**src/source/mf2_consts.svh**
```systemverilog
// Multiface Two constants
`ifndef MF2_CONSTS_SVH
`define MF2_CONSTS_SVH

// Bus widths
`define MF2_ADDR_W 16
`define MF2_DATA_W 8
`define MF2_RAM_AW 13

// Paging port FEE8/FEEA, compared against cpu_addr[15:2]
`define MF2_PAGE_PORT 14'b11111110111010

// Opcode fetch addresses
`define MF2_NMI_VECTOR 16'h0066
`define MF2_HIDE_VECTOR 16'h0065

// Memory windows, values of cpu_addr[15:13]
`define MF2_ROM_AREA 3'b000
`define MF2_RAM_AREA 3'b001

// Shadow store addresses in expansion RAM
`define MF2_ST_PEN 13'h1FCF
`define MF2_ST_PALETTE_BASE 13'h1F90
`define MF2_ST_BORDER 13'h1FDF
`define MF2_ST_MODE 13'h1FEF
`define MF2_ST_BANK 13'h1FFF
`define MF2_ST_CRTC_SEL 13'h1CFF
`define MF2_ST_CRTC_BASE 13'h1DB0
`define MF2_ST_PPI 13'h17FF
`define MF2_ST_ROMSEL 13'h1AAC

// High port bytes
`define MF2_PORT_GA 8'h7F
`define MF2_PORT_CRTC_SEL 8'hBC
`define MF2_PORT_CRTC_DAT 8'hBD
`define MF2_PORT_PPI 8'hF7
`define MF2_PORT_ROMSEL 8'hDF

`endif

```
**src/source/mf2_pkg.sv**
```systemverilog
// Multiface Two types
package mf2_pkg;

	// Power-up mode
	typedef enum logic [1:0] {
		MODE_ENABLED  = 2'd0,
		MODE_HIDDEN   = 2'd1,
		MODE_DISABLED = 2'd2
	} mf2_mode_t;

	// Paging state
	typedef enum logic [1:0] {
		ST_IDLE        = 2'd0,
		ST_NMI_PENDING = 2'd1,
		ST_PAGED       = 2'd2
	} mf2_state_t;

	// Class of an I/O write
	typedef enum logic [3:0] {
		PORT_NONE     = 4'd0,
		PORT_PEN      = 4'd1,
		PORT_COLOR    = 4'd2,
		PORT_MODE     = 4'd3,
		PORT_BANK     = 4'd4,
		PORT_CRTC_SEL = 4'd5,
		PORT_CRTC_VAL = 4'd6,
		PORT_PPI      = 4'd7,
		PORT_ROMSEL   = 4'd8,
		PORT_PAGING   = 4'd9
	} mf2_port_t;

endpackage

```
**src/source/mf2_io_if.sv**
```systemverilog
// Decoded I/O write bus
`include "mf2_consts.svh"

interface mf2_io_if;
	import mf2_pkg::*;

	// One-cycle strobe per I/O write
	logic port_stb;
	mf2_port_t port_class;
	// Only meaningful with PORT_PAGING
	logic page_in;
	logic [`MF2_RAM_AW-1:0] store_addr;
	logic [`MF2_DATA_W-1:0] store_data;

	modport decode (
		output port_stb,
		output port_class,
		output page_in,
		output store_addr,
		output store_data
	);

	modport control (
		input port_stb,
		input port_class,
		input page_in
	);

	modport ram (
		input port_stb,
		input port_class,
		input store_addr,
		input store_data
	);

endinterface

```
**src/source/mf2_control.sv**
```systemverilog
// NMI and paging control
`include "mf2_consts.svh"

module mf2_control (
	input  logic                   clk_sys,
	input  logic                   reset,
	input  mf2_pkg::mf2_mode_t     mode,
	input  logic [`MF2_ADDR_W-1:0] cpu_addr,
	input  logic                   m1,
	input  logic                   key_nmi,
	mf2_io_if.control              bus,
	output logic                   nmi,
	output logic                   paged
);
	import mf2_pkg::*;

	mf2_state_t state;
	logic hidden;
	logic key_q;
	logic m1_q;
	logic key_rise;
	logic m1_rise;
	logic page_stb;

	assign key_rise = key_nmi & ~key_q;
	assign m1_rise = m1 & ~m1_q;
	assign page_stb = bus.port_stb && (bus.port_class == PORT_PAGING);

	////////////////////
	// State machine

	always_ff @(posedge clk_sys) begin
		if (reset) begin
			state <= ST_IDLE;
			hidden <= (mode != MODE_ENABLED);
			key_q <= 1'b0;
			m1_q <= 1'b0;
		end else begin
			key_q <= key_nmi;
			m1_q <= m1;

			case (state)
				ST_IDLE: begin
					if (key_rise && mode != MODE_DISABLED)
						state <= ST_NMI_PENDING;
				end
				// Fetch of the NMI vector pages us in
				ST_NMI_PENDING: begin
					if (m1_rise && cpu_addr == `MF2_NMI_VECTOR) begin
						state <= ST_PAGED;
						hidden <= 1'b0;
					end
				end
				ST_PAGED: begin
					if (m1_rise && cpu_addr == `MF2_HIDE_VECTOR)
						hidden <= 1'b1;
				end
				default: state <= ST_IDLE;
			endcase

			// Port write overrides the fetch logic; FEEA pages out
			if (page_stb) begin
				if (bus.page_in && !hidden)
					state <= ST_PAGED;
				else if (state == ST_PAGED)
					state <= ST_IDLE;
			end
		end
	end

	assign nmi = (state == ST_NMI_PENDING);
	assign paged = (state == ST_PAGED);

endmodule

```
**src/flat_wrapper.sv**
```systemverilog
// flat-port wrapper written by rule: the top's interface ports become plain ports
module mf2_control_flat import mf2_pkg::*;
  (clk_sys, reset, mode, cpu_addr, m1, key_nmi, nmi, paged, bus_port_stb, bus_port_class, bus_page_in);
  mf2_io_if bus_i ();
  input  logic clk_sys;
  input  logic reset;
  input  mf2_pkg::mf2_mode_t mode;
  input  logic [`MF2_ADDR_W-1:0] cpu_addr;
  input  logic m1;
  input  logic key_nmi;
  output logic nmi;
  output logic paged;
  input wire logic [$bits(bus_i.port_stb)-1:0] bus_port_stb;
  input wire logic [$bits(bus_i.port_class)-1:0] bus_port_class;
  input wire logic [$bits(bus_i.page_in)-1:0] bus_page_in;
  assign bus_i.port_stb = bus_port_stb;
  assign bus_i.port_class = bus_port_class;
  assign bus_i.page_in = bus_page_in;
  mf2_control u_core (.clk_sys(clk_sys), .reset(reset), .mode(mode), .cpu_addr(cpu_addr), .m1(m1), .key_nmi(key_nmi), .bus(bus_i), .nmi(nmi), .paged(paged));
endmodule
```
**config.mk**
```make
export PLATFORM = sky130hd
export DESIGN_NAME = mf2_control_flat
export DESIGN_NICKNAME = d
export VERILOG_FILES = /design/src/source/mf2_pkg.sv /design/src/source/mf2_io_if.sv /design/src/source/mf2_control.sv /design/src/flat_wrapper.sv
export VERILOG_INCLUDE_DIRS = /design/src /design/src/source
export SDC_FILE = /design/constraint.sdc
export NUM_CORES = 1
export LEC_CHECK = 0
export ABC_AREA = 0
export BUFFER_PORTS_ARGS = -buffer_cell sky130_fd_sc_hd__buf_4
export CAP_MARGIN = 20
export CORE_AREA = 3 3 40 42
export CTS_CLUSTER_DIAMETER = 200
export CTS_CLUSTER_SIZE = 10
export DETAILED_ROUTE_END_ITERATION = 16
export DIE_AREA = 0 0 43 45
export PLACE_DENSITY = 0.63
export SYNTH_ARGS = -nofsm -noshare
export SYNTH_HDL_FRONTEND = slang
export SYNTH_SLANG_ARGS = --single-unit
```
**constraint.sdc**
```tcl
create_clock -name clk_sys -period 3.4 [get_ports clk_sys]
set_clock_uncertainty 0.1 [all_clocks]
set_input_delay 0.17 -clock clk_sys [delete_from_list [all_inputs] [get_ports clk_sys]]
set_output_delay 0.17 -clock clk_sys [all_outputs]
set_load 0.02 [all_outputs]
```
==> results.cfg <==
[run_status]
status = finished clean

[timing]
grt_setup_unrepaired = no
fin_ws_ns = 2.02
maxSlewViolCount = 0
finalSetupViolCount = 0
whs_ns = 0.0291
tightest_slew_ns = 0.329
max_freq_ghz = 0.727
hold_viol_final = 0
maxSlewHeadroom = 0.778
finalCritPeriodShare = 0.405
fin_setup_tns_ns = 0
period_minus_slack_ns = 1.38

[die]
io_pins = 30
initial_core_util = 0.226
core_area_um2 = 1280
die_area_um2 = 1940
die_w_um = 43
rows = 13
die_h_um = 45

[clock_network]
root_buffer = clkbuf_4
clock_path_buffers = 2
insertion_delay_ns = 0.24
htree_levels = 1
cts_tree = built
ctsResizeCount = 0
cts_sinks = 5
ctsHoldBuffers = 0
postCtsSetupRepairBufs = 0
numCtsBuffers = 3
clk_pin_slew_ns = 0.04

[drt]
met3_length_um = 69
wirelength_um = 903
dr_total_vias = 378
wl_met2_um = 482
routedWlPerCell_um = 11.0
drtIter0Drc = 2
vias_per_cell = 4.61
wl_met1_um = 341
top_layer_used = met4
antenna_left = 0
drc_errors = 0
drtPass1Iterations = 2

[worst_setup_path]
slowest_delay_ns = 0.29
r2r_start = u_core.m1_q$_SDFF_PP0_
crit_family = simple AND/OR/NAND/NOR gates
end_kind = flip-flop
rr_worst_depth = 4
critPathSlowestCell = dfxtp_1
r2r_slack_ns = 2.02
required_ns = 3.26
critPathKind = flip-flop to flip-flop
path_buf_inv = 0
start_kind = flip-flop
reg2reg_to = u_core.hidden$_DFFE_PP_
arrival_ns = 1.24
cp_cell_sequence = nor4bb_1, and4_1, o21ai_1, nand2b_1
crit_path_max_fanout = 3
crit_start = u_core.m1_q$_SDFF_PP0_

[yosys]
avgSynthCellArea_um2 = 8.54
synth_xor_area_frac = 0
synth-seq-cells = 5
netlist_area_um2 = 290
ys_types = 18
muxShareOfSynthArea = 0
netlist_instances = 34
synth_nets = 62
synth_compound_area_frac = 0.121
yosys.area_share.simple = 0.474
yosysWarnings = 0
yosysSeqAreaShare = 0.379
synth_top_family_by_area = simple AND/OR/NAND/NOR gates
synthAdderAreaFrac = 0

[final_layout]
layout-drive-gt1-share = 0.478
diodes = 0
layout.nets = 96
postLayoutCoreUtil = 0.430
area_delta_synth_final_pct = 90.5
fill_cells = 148

[job]
drv_cap = 0

[global_route]
grt_remaining_overflow = 0
grt_usage = 0.119
grt_pass1_wl_um = 1590
grt_pass1_vias = 381
antenna_found_initial = 0
grt_max_degree = 8

[place]
hpwlAfterDp_um = 785
numPortBuffers = 29
place_ws_ns = 2.02
gp_congestion = 0.661

[min_path]
hold_class = input port to flip-flop
holdPathEnd = u_core.key_q$_SDFF_PP0_
hold_path_depth = 2
min_from = reset

[power]
power.total_mw = 0.172
vdd_drop_max_mv = 0.172
power_density_nw_per_um2 = 312
leakagePower_nw = 0.260
-- cell type report --
| class | instances | area [µm²] | area share |
|---|---|---|---|
| Clock buffer | 4 | 26.3 | 0.0475 |
| Inverter | 2 | 7.51 | 0.0136 |
| Multi-Input combinational cell | 27 | 173 | 0.312 |
| Sequential cell | 5 | 110 | 0.199 |
| Tap cell | 15 | 18.8 | 0.0339 |
| Timing Repair Buffer | 29 | 218 | 0.394 |
-- report_power, final --
part,switching (mW),internal [mW],total [mW]
clock,0.0249,0.0444,0.0693
sequential,0.00141,0.0639,0.0654
combinational,0.0112,0.0265,0.0377
-- cell families after synthesis --
| kind of cell | Yosys count |
|---|---|
| AOI/OAI and AO/OA | 6 |
| DFF | 5 |
| buffers and inverters | 2 |
| and+or+nand+nor | 21 |
-- cell usage after synthesis --
cell,number,share of area
a21oi_1,3,0.052
a31oi_1,1,0.022
a41oi_1,1,0.030
and3_1,1,0.022
and4_1,1,0.030
dfxtp_1,4,0.28
edfxtp_1,1,0.10
inv_1,2,0.026
nand2_1,2,0.026
nand2b_1,2,0.043
nand3_1,1,0.017
nor2_1,2,0.026
nor2b_1,4,0.086
nor3b_1,2,0.052
nor4_1,2,0.043
nor4bb_1,3,0.10
o21ai_1,1,0.017
or4_1,1,0.026
-- flip-flops by register name, summed over array words and instances (netlist names) --
signal,cells
u_core.m1_q,1
u_core.state,2
u_core.hidden,1
u_core.key_q,1
-- metrics by stage --
step	instances	instance area, µm²
5_1_grt	82	553
6_report	82	553
3_5_place_dp	78	527
4_1_cts	82	553
3_3_place_gp	78	527
2_1_floorplan	34	290
-- placed cells by master (no fill, tap or decap) --
cell       n
a21oi_1    3
a31oi_1    1
a41oi_1    1
and3_1     1
and4_1     1
buf_4     29
clkbuf_1   1
clkbuf_4   3
dfxtp_1    4
edfxtp_1   1
inv_1      2
nand2_1    2
nand2b_1   2
nand3_1    1
nor2_1     2
nor2b_1    4
nor3b_1    2
nor4_1     2
nor4bb_1   3
o21ai_1    1
or4_1      1
-- per-layer routing --
| layer | global-route usage | vias to the layer above |
|---|---|---|
| met5 | 0 | - |
| met4 | 0.0723 | 0 |
| met3 | 0.0797 | 2 |
| met1 | 0.107 | 167 |
| li1 | - | 195 |
| met2 | 0.198 | 14 |
-- worst max-delay path by stage --
stage	to	slack, ns	cells after the start
after floorplan	u_core.hidden$_DFFE_PP_	1.89	4
after global placement	u_core.hidden$_DFFE_PP_	2.01	5
after detailed placement	u_core.state[0]$_SDFF_PP0_	2.02	5
after CTS	u_core.hidden$_DFFE_PP_	2.01	4
after global routing	u_core.hidden$_DFFE_PP_	1.92	4
final	u_core.hidden$_DFFE_PP_	2.02	4
Note: power is estimated with default switching activity, not from simulation.
