$ cat src/source/mf2_consts.svh
// Multiface Two constants
`ifndef MF2_CONSTS_SVH
`define MF2_CONSTS_SVH

// Bus widths
`define MF2_ADDR_W 16
`define MF2_DATA_W 8
`define MF2_RAM_AW 13

// Paging port FEE8/FEEA, compared against cpu_addr[15:2]
`define MF2_PAGE_PORT 14'b11111110111010

// Opcode fetch addresses
`define MF2_NMI_VECTOR 16'h0066
`define MF2_HIDE_VECTOR 16'h0065

// Memory windows, values of cpu_addr[15:13]
`define MF2_ROM_AREA 3'b000
`define MF2_RAM_AREA 3'b001

// Shadow store addresses in expansion RAM
`define MF2_ST_PEN 13'h1FCF
`define MF2_ST_PALETTE_BASE 13'h1F90
`define MF2_ST_BORDER 13'h1FDF
`define MF2_ST_MODE 13'h1FEF
`define MF2_ST_BANK 13'h1FFF
`define MF2_ST_CRTC_SEL 13'h1CFF
`define MF2_ST_CRTC_BASE 13'h1DB0
`define MF2_ST_PPI 13'h17FF
`define MF2_ST_ROMSEL 13'h1AAC

// High port bytes
`define MF2_PORT_GA 8'h7F
`define MF2_PORT_CRTC_SEL 8'hBC
`define MF2_PORT_CRTC_DAT 8'hBD
`define MF2_PORT_PPI 8'hF7
`define MF2_PORT_ROMSEL 8'hDF

`endif

$ cat src/source/mf2_pkg.sv
// Multiface Two types
package mf2_pkg;

	// Power-up mode
	typedef enum logic [1:0] {
		MODE_ENABLED  = 2'd0,
		MODE_HIDDEN   = 2'd1,
		MODE_DISABLED = 2'd2
	} mf2_mode_t;

	// Paging state
	typedef enum logic [1:0] {
		ST_IDLE        = 2'd0,
		ST_NMI_PENDING = 2'd1,
		ST_PAGED       = 2'd2
	} mf2_state_t;

	// Class of an I/O write
	typedef enum logic [3:0] {
		PORT_NONE     = 4'd0,
		PORT_PEN      = 4'd1,
		PORT_COLOR    = 4'd2,
		PORT_MODE     = 4'd3,
		PORT_BANK     = 4'd4,
		PORT_CRTC_SEL = 4'd5,
		PORT_CRTC_VAL = 4'd6,
		PORT_PPI      = 4'd7,
		PORT_ROMSEL   = 4'd8,
		PORT_PAGING   = 4'd9
	} mf2_port_t;

endpackage

$ cat src/source/mf2_io_if.sv
// Decoded I/O write bus
`include "mf2_consts.svh"

interface mf2_io_if;
	import mf2_pkg::*;

	// One-cycle strobe per I/O write
	logic port_stb;
	mf2_port_t port_class;
	// Only meaningful with PORT_PAGING
	logic page_in;
	logic [`MF2_RAM_AW-1:0] store_addr;
	logic [`MF2_DATA_W-1:0] store_data;

	modport decode (
		output port_stb,
		output port_class,
		output page_in,
		output store_addr,
		output store_data
	);

	modport control (
		input port_stb,
		input port_class,
		input page_in
	);

	modport ram (
		input port_stb,
		input port_class,
		input store_addr,
		input store_data
	);

endinterface

$ cat src/source/mf2_io_decode.sv
// I/O write decoder
`include "mf2_consts.svh"

module mf2_io_decode (
	input  logic                   clk_sys,
	input  logic                   reset,
	input  logic [`MF2_ADDR_W-1:0] cpu_addr,
	input  logic [`MF2_DATA_W-1:0] cpu_dout,
	input  logic                   io_wr,
	mf2_io_if.decode               bus
);
	import mf2_pkg::*;

	logic io_wr_q;
	logic io_wr_rise;
	logic [4:0] pen_idx;
	logic [3:0] crtc_reg;
	logic [7:0] hi_byte;
	mf2_port_t port_class_c;
	logic [`MF2_RAM_AW-1:0] store_addr_c;

	assign hi_byte = cpu_addr[15:8];
	assign io_wr_rise = io_wr & ~io_wr_q;

	////////////////////
	// Port classification

	always_comb begin
		port_class_c = PORT_NONE;
		if (cpu_addr[15:2] == `MF2_PAGE_PORT) begin
			port_class_c = PORT_PAGING;
		end else begin
			case (hi_byte)
				// Gate Array function lives in the top data bits
				`MF2_PORT_GA: begin
					case (cpu_dout[7:6])
						2'b00: port_class_c = PORT_PEN;
						2'b01: port_class_c = PORT_COLOR;
						2'b10: port_class_c = PORT_MODE;
						default: port_class_c = PORT_BANK;
					endcase
				end
				`MF2_PORT_CRTC_SEL: port_class_c = PORT_CRTC_SEL;
				`MF2_PORT_CRTC_DAT: port_class_c = PORT_CRTC_VAL;
				`MF2_PORT_PPI: port_class_c = PORT_PPI;
				`MF2_PORT_ROMSEL: port_class_c = PORT_ROMSEL;
				default: port_class_c = PORT_NONE;
			endcase
		end
	end

	// Pen index bit 4 selects the border entry
	always_comb begin
		case (port_class_c)
			PORT_PEN: store_addr_c = `MF2_ST_PEN;
			PORT_COLOR: store_addr_c = pen_idx[4] ? `MF2_ST_BORDER :
				(`MF2_ST_PALETTE_BASE | {9'd0, pen_idx[3:0]});
			PORT_MODE: store_addr_c = `MF2_ST_MODE;
			PORT_BANK: store_addr_c = `MF2_ST_BANK;
			PORT_CRTC_SEL: store_addr_c = `MF2_ST_CRTC_SEL;
			PORT_CRTC_VAL: store_addr_c = `MF2_ST_CRTC_BASE | {9'd0, crtc_reg};
			PORT_PPI: store_addr_c = `MF2_ST_PPI;
			PORT_ROMSEL: store_addr_c = `MF2_ST_ROMSEL;
			default: store_addr_c = '0;
		endcase
	end

	////////////////////
	// Strobe and tracked registers

	always_ff @(posedge clk_sys) begin
		if (reset) begin
			io_wr_q <= 1'b0;
			bus.port_stb <= 1'b0;
			bus.port_class <= PORT_NONE;
			pen_idx <= '0;
			crtc_reg <= '0;
		end else begin
			io_wr_q <= io_wr;
			bus.port_stb <= io_wr_rise;
			if (io_wr_rise) begin
				bus.port_class <= port_class_c;
				if (port_class_c == PORT_PEN)
					pen_idx <= cpu_dout[4:0];
				if (port_class_c == PORT_CRTC_SEL)
					crtc_reg <= cpu_dout[3:0];
			end
		end
	end

	// Store payload
	always_ff @(posedge clk_sys) begin
		if (io_wr_rise) begin
			bus.store_addr <= store_addr_c;
			bus.store_data <= cpu_dout;
			bus.page_in <= ~cpu_addr[1];
		end
	end

endmodule

$ cat src/flat_wrapper.sv
// flat-port wrapper written by rule: the top's interface ports become plain ports
module mf2_io_decode_flat import mf2_pkg::*;
  (clk_sys, reset, cpu_addr, cpu_dout, io_wr, bus_port_stb, bus_port_class, bus_page_in, bus_store_addr, bus_store_data);
  mf2_io_if bus_i ();
  input  logic clk_sys;
  input  logic reset;
  input  logic [`MF2_ADDR_W-1:0] cpu_addr;
  input  logic [`MF2_DATA_W-1:0] cpu_dout;
  input  logic io_wr;
  output wire logic [$bits(bus_i.port_stb)-1:0] bus_port_stb;
  output wire logic [$bits(bus_i.port_class)-1:0] bus_port_class;
  output wire logic [$bits(bus_i.page_in)-1:0] bus_page_in;
  output wire logic [$bits(bus_i.store_addr)-1:0] bus_store_addr;
  output wire logic [$bits(bus_i.store_data)-1:0] bus_store_data;
  assign bus_port_stb = bus_i.port_stb;
  assign bus_port_class = bus_i.port_class;
  assign bus_page_in = bus_i.page_in;
  assign bus_store_addr = bus_i.store_addr;
  assign bus_store_data = bus_i.store_data;
  mf2_io_decode u_core (.clk_sys(clk_sys), .reset(reset), .cpu_addr(cpu_addr), .cpu_dout(cpu_dout), .io_wr(io_wr), .bus(bus_i));
endmodule
$ cat config.mk
export PLATFORM = sky130hd
export DESIGN_NAME = mf2_io_decode_flat
export DESIGN_NICKNAME = d
export VERILOG_FILES = /design/src/source/mf2_pkg.sv /design/src/source/mf2_io_if.sv /design/src/source/mf2_io_decode.sv /design/src/flat_wrapper.sv
export VERILOG_INCLUDE_DIRS = /design/src /design/src/source
export SDC_FILE = /design/constraint.sdc
export NUM_CORES = 1
export LEC_CHECK = 0
export ABC_AREA = 0
export BUFFER_PORTS_ARGS = -buffer_cell sky130_fd_sc_hd__buf_2
export CAP_MARGIN = 20
export CORE_ASPECT_RATIO = 1.5
export CORE_MARGIN = 8
export CORE_UTILIZATION = 54
export DETAILED_ROUTE_END_ITERATION = 8
export MAX_ROUTING_LAYER = met4
export PLACE_DENSITY = 0.84
export SLEW_MARGIN = 40
export SYNTH_ARGS = -nofsm -noshare
export SYNTH_HDL_FRONTEND = slang
export SYNTH_SLANG_ARGS = --single-unit
$ cat constraint.sdc
create_clock -name clk_sys -period 7 [get_ports clk_sys]
set_clock_uncertainty 0.15 [all_clocks]
set_input_delay 1.4 -clock clk_sys [delete_from_list [all_inputs] [get_ports clk_sys]]
set_output_delay 1.4 -clock clk_sys [all_outputs]
set_load 0.02 [all_outputs]
==> run summary, run 1 <==
Syn avg cell area - 11.5 um^2
CTS buffer count - 5
DR vias - 1,311
Via density per instance - 5.40
Final setup violation count - 0
Die Y - 84.6 um
Final Hold Fails - 0
Power Total - 0.454 mW
Worst slew pin tran - 508 ps
CTS tree - done
Die width - 61.7 um
Post-synth top cells - nor2_1, edfxtp_1, dfxtp_1
CTS Hold Bufs - 0
Congestion Overflow GR - 0
Reg2Reg Setup Slack - 5270 ps
Slew headroom - 65.9%
Initial antenna violation count - 0
Post-CTS Repair Setup Buffers - 0
Clock sink total - 36
Post-Layout Inst Area - 2090 um^2
CP max stage delay - 650 ps
Max reg flops - 12
Yosys top cell area share - 37.3%
Achievable Freq - 304 MHz
Seq pwr share - 51.5%
Synth unique cells - 39
DRC viols - 0
Area occupied by registers - 931 um^2
Top reg by flops - u_core.bus.store_addr
Period utilization - 46.9%
Max VDD drop - 0.164 mV
Register area share after synthesis - 55.0%
Final min period - 3290 ps
Critical Path Most Common Cell - inv_1
Wire length per cell - 15.2 um
DRT iter0 DRCs - 35
Leakage - 0.890 nW
Global placement routability congestion - 0.938
Area occupied by multi-input gates - 714 um^2
Synth area leaders - edfxtp_1, dfxtp_1, mux2i_1
Outcome - finished, final reports clean
Setup WS pre-CTS - 3420 ps
H-tree lvl count - 2
DP HPWL - 2950 um
Dpl cell area - 1980 um^2
DRT Pass-1 Iters - 4
Clock Pin Slew Worst Setup and Hold Paths - 70 ps
Post-synth ARST share - 0%
Clk network pwr share - 38.6%
Arr. time, crit path - 3160 ps
Cell count after synthesis - 147
Port Buffers - 52
Area grow syn2layout - 23.4%
Vias in the first global route - 1,367
Die Area - 5220 um^2
Sw Ratio - 22.3%
Layout cells sized above 1 - 37.4%
Core area - 3070 um^2
Post-route ant nets - 0
HP Class - reg -> reg
Hold WS - 250 ps
Int Power - 0.353 mW
Root buf cell - clkbuf_8
Final antenna diode count - 0
First-pass GRT wire length - 5890 um
Slew Viols, Final - 0
Crit Path Max Fanout - 6
Mapped cell area - 1690 um^2
Primary flip-flop cell chosen by synthesis mapping - edfxtp_1
CP max stage cell - or4_1
WL final - 3690 um
Critical path startpoint category - input port
Syn nets - 177
Setup crit end kind - flip-flop
Setup CP Type - in -> reg
Fillcell total - 253
Initial Utilization - 55.2%
Crit-path cells - buf_2, inv_1, ha_1, inv_1, or4_1, nand2b_4, o21a_4, and2_4, o211ai_2
Flops & latches, synth - 36
Comb pwr share - 10.0%
Layout Nets - 232
Setup TNS - 0 ps
Final setup margin - 3710 ps
GRT Util Overall - 15.5%
Most frequent cell after synthesis - nor2_1
Longest Clk Path Bufs - 2
Syn. warnings - 0
Rows - 25
Num ports - 54
Number of synthesized flops with an enable pin - 21
Sw Pwr - 0.101 mW
Cell taking the most area after synthesis - edfxtp_1
Worst-Skew Late Latency - 280 ps
Power per standard cell area - 217 nW/um^2
Max cap viols - 0
Largest regs - u_core.bus.store_addr: 12 flops, u_core.bus.store_data: 8 flops, u_core.pen_idx: 5 flops
Post-CTS Resized - 0
RSZ-0062 raised after global routing - no
Largest net degree at the start of global routing - 28
WP data required - 6880 ps
final timing paths:
path,start,to,cells after the start
max,cpu_dout[6],u_core.bus.store_addr[2],9
min,u_core.io_wr_q,u_core.bus.port_stb,1
max reg2reg,u_core.io_wr_q,u_core.pen_idx[3],4
min reg2reg,u_core.io_wr_q,u_core.bus.port_stb,1
routing by layer:
metal / global-route usage [%] / vias up / wire, um
met1: 13.4 / 603 / 1320
met4: 10.4 / 0 / 119
met5: - / - / 0
met2: 27.2 / 50 / 2020
met3: 3.67 / 10 / 229
li1: - / 648 / -
power groups by stage:
stage,logic (mW),registers (mW),clock network (mW)
floorplan,0.0154,0.248,0
global placement,0.0441,0.238,0
detailed placement,0.0457,0.239,0
CTS,0.0459,0.234,0.178
global route,0.0498,0.234,0.185
finish,0.0454,0.234,0.175
per-stage QoR:
step	instances	util (%)
after global placement	235	64.7
after floorplan	147	-
after global routing	243	68.2
after detailed placement	235	64.7
after CTS	243	68.2
final	243	68.2
placed cells by master, fill, tap and decap left out, drive strengths merged:
cell | netlist | layout
nor4 | 2 | 2
nand2b | 4 | 4
a31oi | 3 | 3
or4 | 4 | 4
nand2 | 14 | 14
nor2 | 23 | 23
o21ai | 4 | 4
nand3 | 2 | 2
o21a | 1 | 1
mux2i | 10 | 10
or3b | 1 | 1
o22ai | 1 | 1
ha | 3 | 3
inv | 7 | 7
or3 | 2 | 2
clkbuf | 1 | 6
a311oi | 1 | 1
a211oi | 2 | 2
nand3b | 1 | 1
nand4 | 2 | 2
nor2b | 2 | 2
a21o | 3 | 3
buf | 3 | 52
a22o | 1 | 1
edfxtp | 21 | 21
dfxtp | 15 | 15
clkinv | 0 | 1
nor3 | 2 | 2
o211ai | 4 | 4
nor4b | 1 | 1
and2 | 1 | 1
a21oi | 3 | 3
nand4b | 3 | 3
bufinv | 0 | 1
logic make-up (layout without fill, tap and decap cells):
family | Yosys count | after routing | synth area share [%]
AOI/OAI and AO/OA | 23 | 23 | 11.4
adders and majority gates | 3 | 3 | 2.22
buffers and inverters | 11 | 67 | 2.81
DFF | 36 | 36 | 55.0
muxes | 10 | 10 | 5.91
and+or+nand+nor | 64 | 64 | 22.7
critical path: cells and delay by family:
family                   cells  cell delay (ps)
AO/OA/AOI/OAI                2              260
adder cells (fa/ha/maj)      1              300
AND/OR/NAND/NOR              3              990
buffers and inverters        3              210
area by class of cell:
type,count,area share (%)
clock buffers,6,3.47
clock inverters,2,1.68
flip-flops and latches,36,44.6
inverters,7,1.26
multi-input cells,100,34.2
repair buffers,52,12.5
well taps,40,2.40
Note: power is estimated with default switching activity, not from simulation.
==> inputs of run 2 (changes only) <==
- ABC_AREA: 0 -> 1
- CORE_UTILIZATION: 54 -> 47
- PLACE_DENSITY: 0.84 -> 0.76
- clock period: 7 -> 2.74 ns (I/O delays scaled with it)
==> run summary, run 2 <==
Post-CTS Repair Setup Buffers - 0 (unchanged)
GRT Util Overall - 13.9% (-1.6 points)
Syn nets - 267 (+51%)
Core area - 3920 um^2 (+28%)
Post-synth ARST share - 0% (unchanged)
Outcome - finished, final reports clean
CP max stage delay - 240 ps (-410 ps)
Period utilization - 78.9%
Comb pwr share - 10.5% (+0.5 points)
Root buf cell - clkbuf_8
Most frequent cell after synthesis - nand2_1
Final min period - 2160 ps
DRT Pass-1 Iters - 4 (unchanged)
Post-synth top cells - nand2_1, inv_1, nor2_1
Hold depth - 1 (unchanged)
Congestion Overflow GR - 0 (unchanged)
Flops & latches, synth - 36 (unchanged)
DRC viols - 0 (unchanged)
Post-CTS Resized - 0 (unchanged)
Die Area - 6410 um^2 (+23%)
DP HPWL - 3220 um (+9.0%)
Longest Clk Path Bufs - 2 (unchanged)
Worst slew pin tran - 355 ps (-153 ps)
Final Hold Fails - 0 (unchanged)
Area occupied by multi-input gates - 800 um^2 (+12%)
Yosys top cell area share - 32.9% (-4.3 points)
Crit Reg-Reg Startpoint - u_core.io_wr_q
Reg2Reg Setup Slack - 1140 ps (-4130 ps)
Initial antenna violation count - 0 (unchanged)
Mapped cell area - 1910 um^2 (+13%)
Layout cells sized above 1 - 29.2% (-8.3 points)
Crit Path Max Fanout - 4 (-2)
WP buf/inv - 2 (-1)
CTS buffer count - 5 (unchanged)
Syn. warnings - 0 (unchanged)
Layout Cells excl Fill - 340 (+40%)
Die Y - 94.2 um (+11%)
Num ports - 54 (unchanged)
Setup TNS - 0 ps (unchanged)
Int Power - 0.921 mW (+160%)
Seq pwr share - 50.1% (-1.4 points)
Slew Viols, Final - 0 (unchanged)
Max reg flops - 12 (unchanged)
Via density per instance - 4.79 (-11%)
Worst-Skew Late Latency - 290 ps (about the same)
Register area share after synthesis - 48.6% (-6.4 points)
Initial Utilization - 48.8% (-6.4 points)
Sw Ratio - 23.1% (+0.81 points)
Placed cell count - 332 (+41%)
Leakage - 1.32 nW (+48%)
Vias in the first global route - 1,620 (+19%)
Number of synthesized flops with an enable pin - 21 (unchanged)
Synth area leaders - edfxtp_1, dfxtp_1, nand2_1
Final antenna diode count - 0 (unchanged)
Worst Hold End - u_core.bus.store_data[4]
Worst path top cell family by delay - simple AND/OR/NAND/NOR gates
Rows - 28 (+12%)
Min-delay src - cpu_dout[4]
HP Class - in -> reg
Largest regs - u_core.bus.store_addr: 12 flops, u_core.bus.store_data: 8 flops, u_core.pen_idx: 5 flops
Sw Pwr - 0.277 mW (+170%)
Achievable Freq - 463 MHz
R2R Path End - u_core.pen_idx[0]
Layout Nets - 324 (+40%)
H-tree lvl count - 2 (unchanged)
Wire length per cell - 12.0 um (-21%)
Largest net degree at the start of global routing - 25 (-11%)
Max cap viols - 0 (unchanged)
Slew headroom - 76.3% (+10 points)
Setup crit end kind - flip-flop
First-pass GRT wire length - 6720 um (+14%)
Area occupied by registers - 931 um^2 (unchanged)
Worst reg2reg path depth - 6 (+2)
Cell count after synthesis - 237 (+61%)
Power Total - 1.20 mW (+160%)
Die width - 68.1 um (+10%)
Area grow syn2layout - 22.8%
Primary flip-flop cell chosen by synthesis mapping - edfxtp_1
Final setup violation count - 0 (unchanged)
Arr. time, crit path - 2160 ps (-1000 ps)
Synth unique cells - 27 (-31%)
Cell taking the most area after synthesis - edfxtp_1
Global placement routability congestion - 0.827 (-12%)
CP max stage cell - nor2_2
Fillcell total - 375 (+48%)
Crit-path cells - buf_2, inv_1, ha_1, or2_1, nand3_1, nand3_2, nor2_2, nand2_1, nor2_1, nand2_1, nand3_1
Clock Pin Slew Worst Setup and Hold Paths - 70 ps (about the same)
CTS tree - done
DR vias - 1,628 (+24%)
WL final - 4090 um (+11%)
Top reg by flops - u_core.bus.store_addr
Syn avg cell area - 8.08 um^2 (-30%)
Clk network pwr share - 39.4% (+0.8 points)
Port Buffers - 52 (unchanged)
Clock sink total - 36 (unchanged)
Critical path startpoint category - input port
Power per standard cell area - 510 nW/um^2 (+130%)
Post-route ant nets - 0 (unchanged)
CTS Hold Bufs - 0 (unchanged)
Commonest non-fill, non-tap cell in the layout - nand2_1
DRT iter0 DRCs - 32 (-8.6%)
Most frequent cells in the layout - nand2_1, buf_2, inv_1
RSZ-0062 raised after global routing - no
WP data required - 2740 ps (-4140 ps)
Max VDD drop - 0.358 mV (+120%)
Setup CP Type - in -> reg
-- run 2: cell types whose count changed after synthesis, sizes merged, moves of 3 or more --
cell,delta
nor2,+21
a21o,-3
nand2b,-4
nand3,+18
mux2i,-10
a31oi,-3
or4,-4
nand4,+6
inv,+39
nand2,+51
nand4b,-3
-- run 2: cell type report --
class | instances | share of cell area (%)
Timing Repair Buffer | 53 | 11.4
Tap cell | 45 | 2.39
Inverter | 46 | 7.45
Multi-Input combinational cell | 152 | 34.0
Clock buffer | 8 | 5.16
Sequential cell | 36 | 39.6
-- run 2: per-stage QoR --
stage	hold slack (ps)	setup WS (ps)	util (%)	instance area, um^2
after floorplan	339	654	-	1910
after global placement	331	400	56.8	2230
after detailed placement	335	280	56.8	2230
after CTS	295	573	59.9	2350
after global routing	300	408	59.9	2350
final	300	579	59.9	2350
-- run 2: metal layers --
| layer | part of all wire [%] | GRT usage, % | vias to the layer above |
|---|---|---|---|
| met1 | 38 | 12.8 | 717 |
| met4 | 2.4 | 8.40 | 0 |
| met5 | 0 | - | - |
| met2 | 54 | 25.1 | 52 |
| li1 | - | - | 853 |
| met3 | 5.3 | 2.51 | 6 |
-- run 2: kinds of logic after synthesis --
kind of cell | synth area share [%]
simple gates | 36.5
fa+ha+maj | 1.96
buf+inv | 10.0
flops | 48.6
compound gates | 2.94
-- run 2: power groups by stage --
| stage | logic (mW) | registers, mW | clock network [mW] |
|---|---|---|---|
| floorplan | 0.0475 | 0.639 | 0 |
| global placement | 0.124 | 0.612 | 0 |
| detailed placement | 0.127 | 0.613 | 0 |
| CTS | 0.128 | 0.601 | 0.480 |
| global route | 0.139 | 0.603 | 0.492 |
| finish | 0.126 | 0.601 | 0.472 |
-- run 2: how the worst max path moves through the flow --
| stage | start | endpoint | slack [ps] | cells past startpoint |
|---|---|---|---|---|
| finish | cpu_dout[6] | u_core.bus.store_addr[1] | 580 | 11 |
| global route | cpu_dout[6] | u_core.bus.store_addr[1] | 410 | 11 |
| CTS | cpu_dout[6] | u_core.bus.store_addr[1] | 570 | 11 |
| detailed placement | cpu_dout[6] | u_core.bus.store_addr[1] | 280 | 11 |
| global placement | cpu_dout[6] | u_core.bus.store_addr[6] | 400 | 11 |
| floorplan | cpu_dout[6] | u_core.bus.store_addr[6] | 650 | 10 |
==> inputs of run 3 (changes only) <==
- CORE_UTILIZATION: 47 -> 52
- PLACE_DENSITY: 0.76 -> 0.8
- clock period: 2.74 -> 2.24 ns (I/O delays scaled with it)
==> run summary, run 3 (synthesis gave the netlist of run 2 again) <==
Outcome - finished, final reports clean
Setup WS pre-CTS - -14.6 ps (-295 ps)
Num ports - 54 (unchanged)
Die Y - 90.3 um (-4.1%)
CP max stage cell - or2_1
Via density per instance - 4.89 (+2.1%)
Rows - 27 (-3.6%)
Setup CP Type - in -> reg
Clock sink total - 36 (unchanged)
DP HPWL - 3220 um (about the same)
HP Class - in -> reg
Congestion Overflow GR - 0 (unchanged)
Crit-path cells - buf_2, inv_1, ha_1, or2_1, nand3_1, nand3_2, nand2_1, inv_1, nand2_4, nand2_2, nor2_4, nand2_1
DRT Pass-1 Iters - 4 (unchanged)
Post-CTS Resized - 0 (unchanged)
Final setup violation count - 0 (unchanged)
WL final - 4080 um (-0.27%)
Layout Nets - 327 (+0.93%)
CP max stage delay - 220 ps (-20 ps)
Max reg flops - 12 (unchanged)
DRT iter0 DRCs - 50 (+56%)
Area grow syn2layout - 24.5%
Worst slew pin tran - 465 ps (+110 ps)
Slew headroom - 68.9% (-7.4 points)
RSZ-0062 raised after global routing - no
Die Area - 5920 um^2 (-7.7%)
Dpl cell area - 2260 um^2 (+1.5%)
Sw Pwr - 0.333 mW (+20%)
Post-CTS Repair Setup Buffers - 0 (unchanged)
Power per standard cell area - 614 nW/um^2 (+20%)
Port Buffers - 52 (unchanged)
First-pass GRT wire length - 6950 um (+3.4%)
H-tree lvl count - 2 (unchanged)
Top reg by flops - u_core.bus.store_addr
Final setup margin - 271 ps (-308 ps)
DR vias - 1,667 (+2.4%)
Root buf cell - clkbuf_8
WP data required - 2120 ps (-620 ps)
CTS tree - done
Clock Pin Slew Worst Setup and Hold Paths - 70 ps (about the same)
Post-route ant nets - 0 (unchanged)
CTS buffer count - 5 (unchanged)
DRC viols - 0 (unchanged)
Slew Viols, Final - 0 (unchanged)
Critical path startpoint category - input port
Setup TNS - 0 ps (unchanged)
Global placement routability congestion - 0.794 (-4.0%)
Achievable Freq - 508 MHz
GRT Util Overall - 14.9% (+1.0 points)
Final Hold Fails - 0 (unchanged)
Sw Ratio - 22.8% (-0.36 points)
Period utilization - 87.9%
Layout cells sized above 1 - 29.9% (+0.71 points)
Power Total - 1.46 mW (+22%)
Final min period - 1970 ps
Max cap viols - 0 (unchanged)
Worst-Skew Late Latency - 280 ps (about the same)
Initial Utilization - 53.0% (+4.2 points)
Clk network pwr share - 39.0% (-0.4 points)
Crit Path Max Fanout - 5 (+1)
Leakage - 1.33 nW (+1.4%)
Vias in the first global route - 1,750 (+8.0%)
Post-Layout Inst Area - 2380 um^2 (+1.4%)
Largest regs - u_core.bus.store_addr: 12 flops, u_core.bus.store_data: 8 flops, u_core.pen_idx: 5 flops
Longest Clk Path Bufs - 2 (unchanged)
Initial antenna violation count - 0 (unchanged)
Max VDD drop - 0.414 mV (+15%)
Final antenna diode count - 0 (unchanged)
Setup crit end kind - flip-flop
Int Power - 1.13 mW (+23%)
Largest net degree at the start of global routing - 23 (-8.0%)
Arr. time, crit path - 1850 ps (-310 ps)
Most frequent cells in the layout - nand2_1, buf_2, inv_1
CTS Hold Bufs - 0 (unchanged)
Seq pwr share - 50.2% (about the same)
Comb pwr share - 10.8% (+0.3 points)
Commonest non-fill, non-tap cell in the layout - nand2_1
Core area - 3610 um^2 (-7.9%)
Wire length per cell - 12.0 um (-0.56%)
Die width - 65.5 um (-3.8%)
-- run 3: cell count changes in the layout (fill, tap and decap cells not counted) --
cell,before,now
buf_4,1,3
buf_12,0,1
-- run 3: cell type report --
cell class	instances	area, um^2
Fill cell	308	1230
Sequential cell	36	931
Multi-Input combinational cell	152	800
Timing Repair Buffer	56	303
Inverter	46	175
Clock buffer	8	121
Tap cell	43	53.8
-- run 3: power groups by stage --
| stage | Sequential, mW | Clock [mW] | Combinational [mW] |
|---|---|---|---|
| floorplan | 0.782 | 0 | 0.0581 |
| global placement | 0.748 | 0 | 0.155 |
| detailed placement | 0.749 | 0 | 0.159 |
| CTS | 0.735 | 0.577 | 0.160 |
| global route | 0.736 | 0.598 | 0.173 |
| finish | 0.734 | 0.571 | 0.158 |
-- run 3: final timing paths --
check	from	end	slack, ps	depth (start not counted)
max	cpu_dout[6]	u_core.bus.store_addr[7]	270	12
min	cpu_dout[5]	u_core.bus.store_data[5]	190	1
max reg2reg	u_core.io_wr_q	u_core.pen_idx[0]	760	6
min reg2reg	u_core.bus.port_class[2]	u_core.bus.port_class[2]	350	2
-- run 3: critical path: cells and delay by family --
kind | cells | cell delay [ps]
simple gates | 8 | 1000
buf+inv | 3 | 230
fa+ha+maj | 1 | 180
-- run 3: per-layer routing --
layer | wire (um) | GRT usage, % | vias up
met5 | 0 | - | -
met4 | 114 | 7.86 | 0
met3 | 211 | 2.61 | 13
met2 | 2290 | 28.4 | 49
met1 | 1460 | 12.9 | 744
li1 | - | - | 861
-- run 3: through the flow --
step	hold WS [ps]	cells	util [%]
CTS	192	341	65.9
floorplan	339	237	-
global route	191	341	65.9
global placement	327	333	62.6
detailed placement	333	333	62.6
finish	192	341	65.9
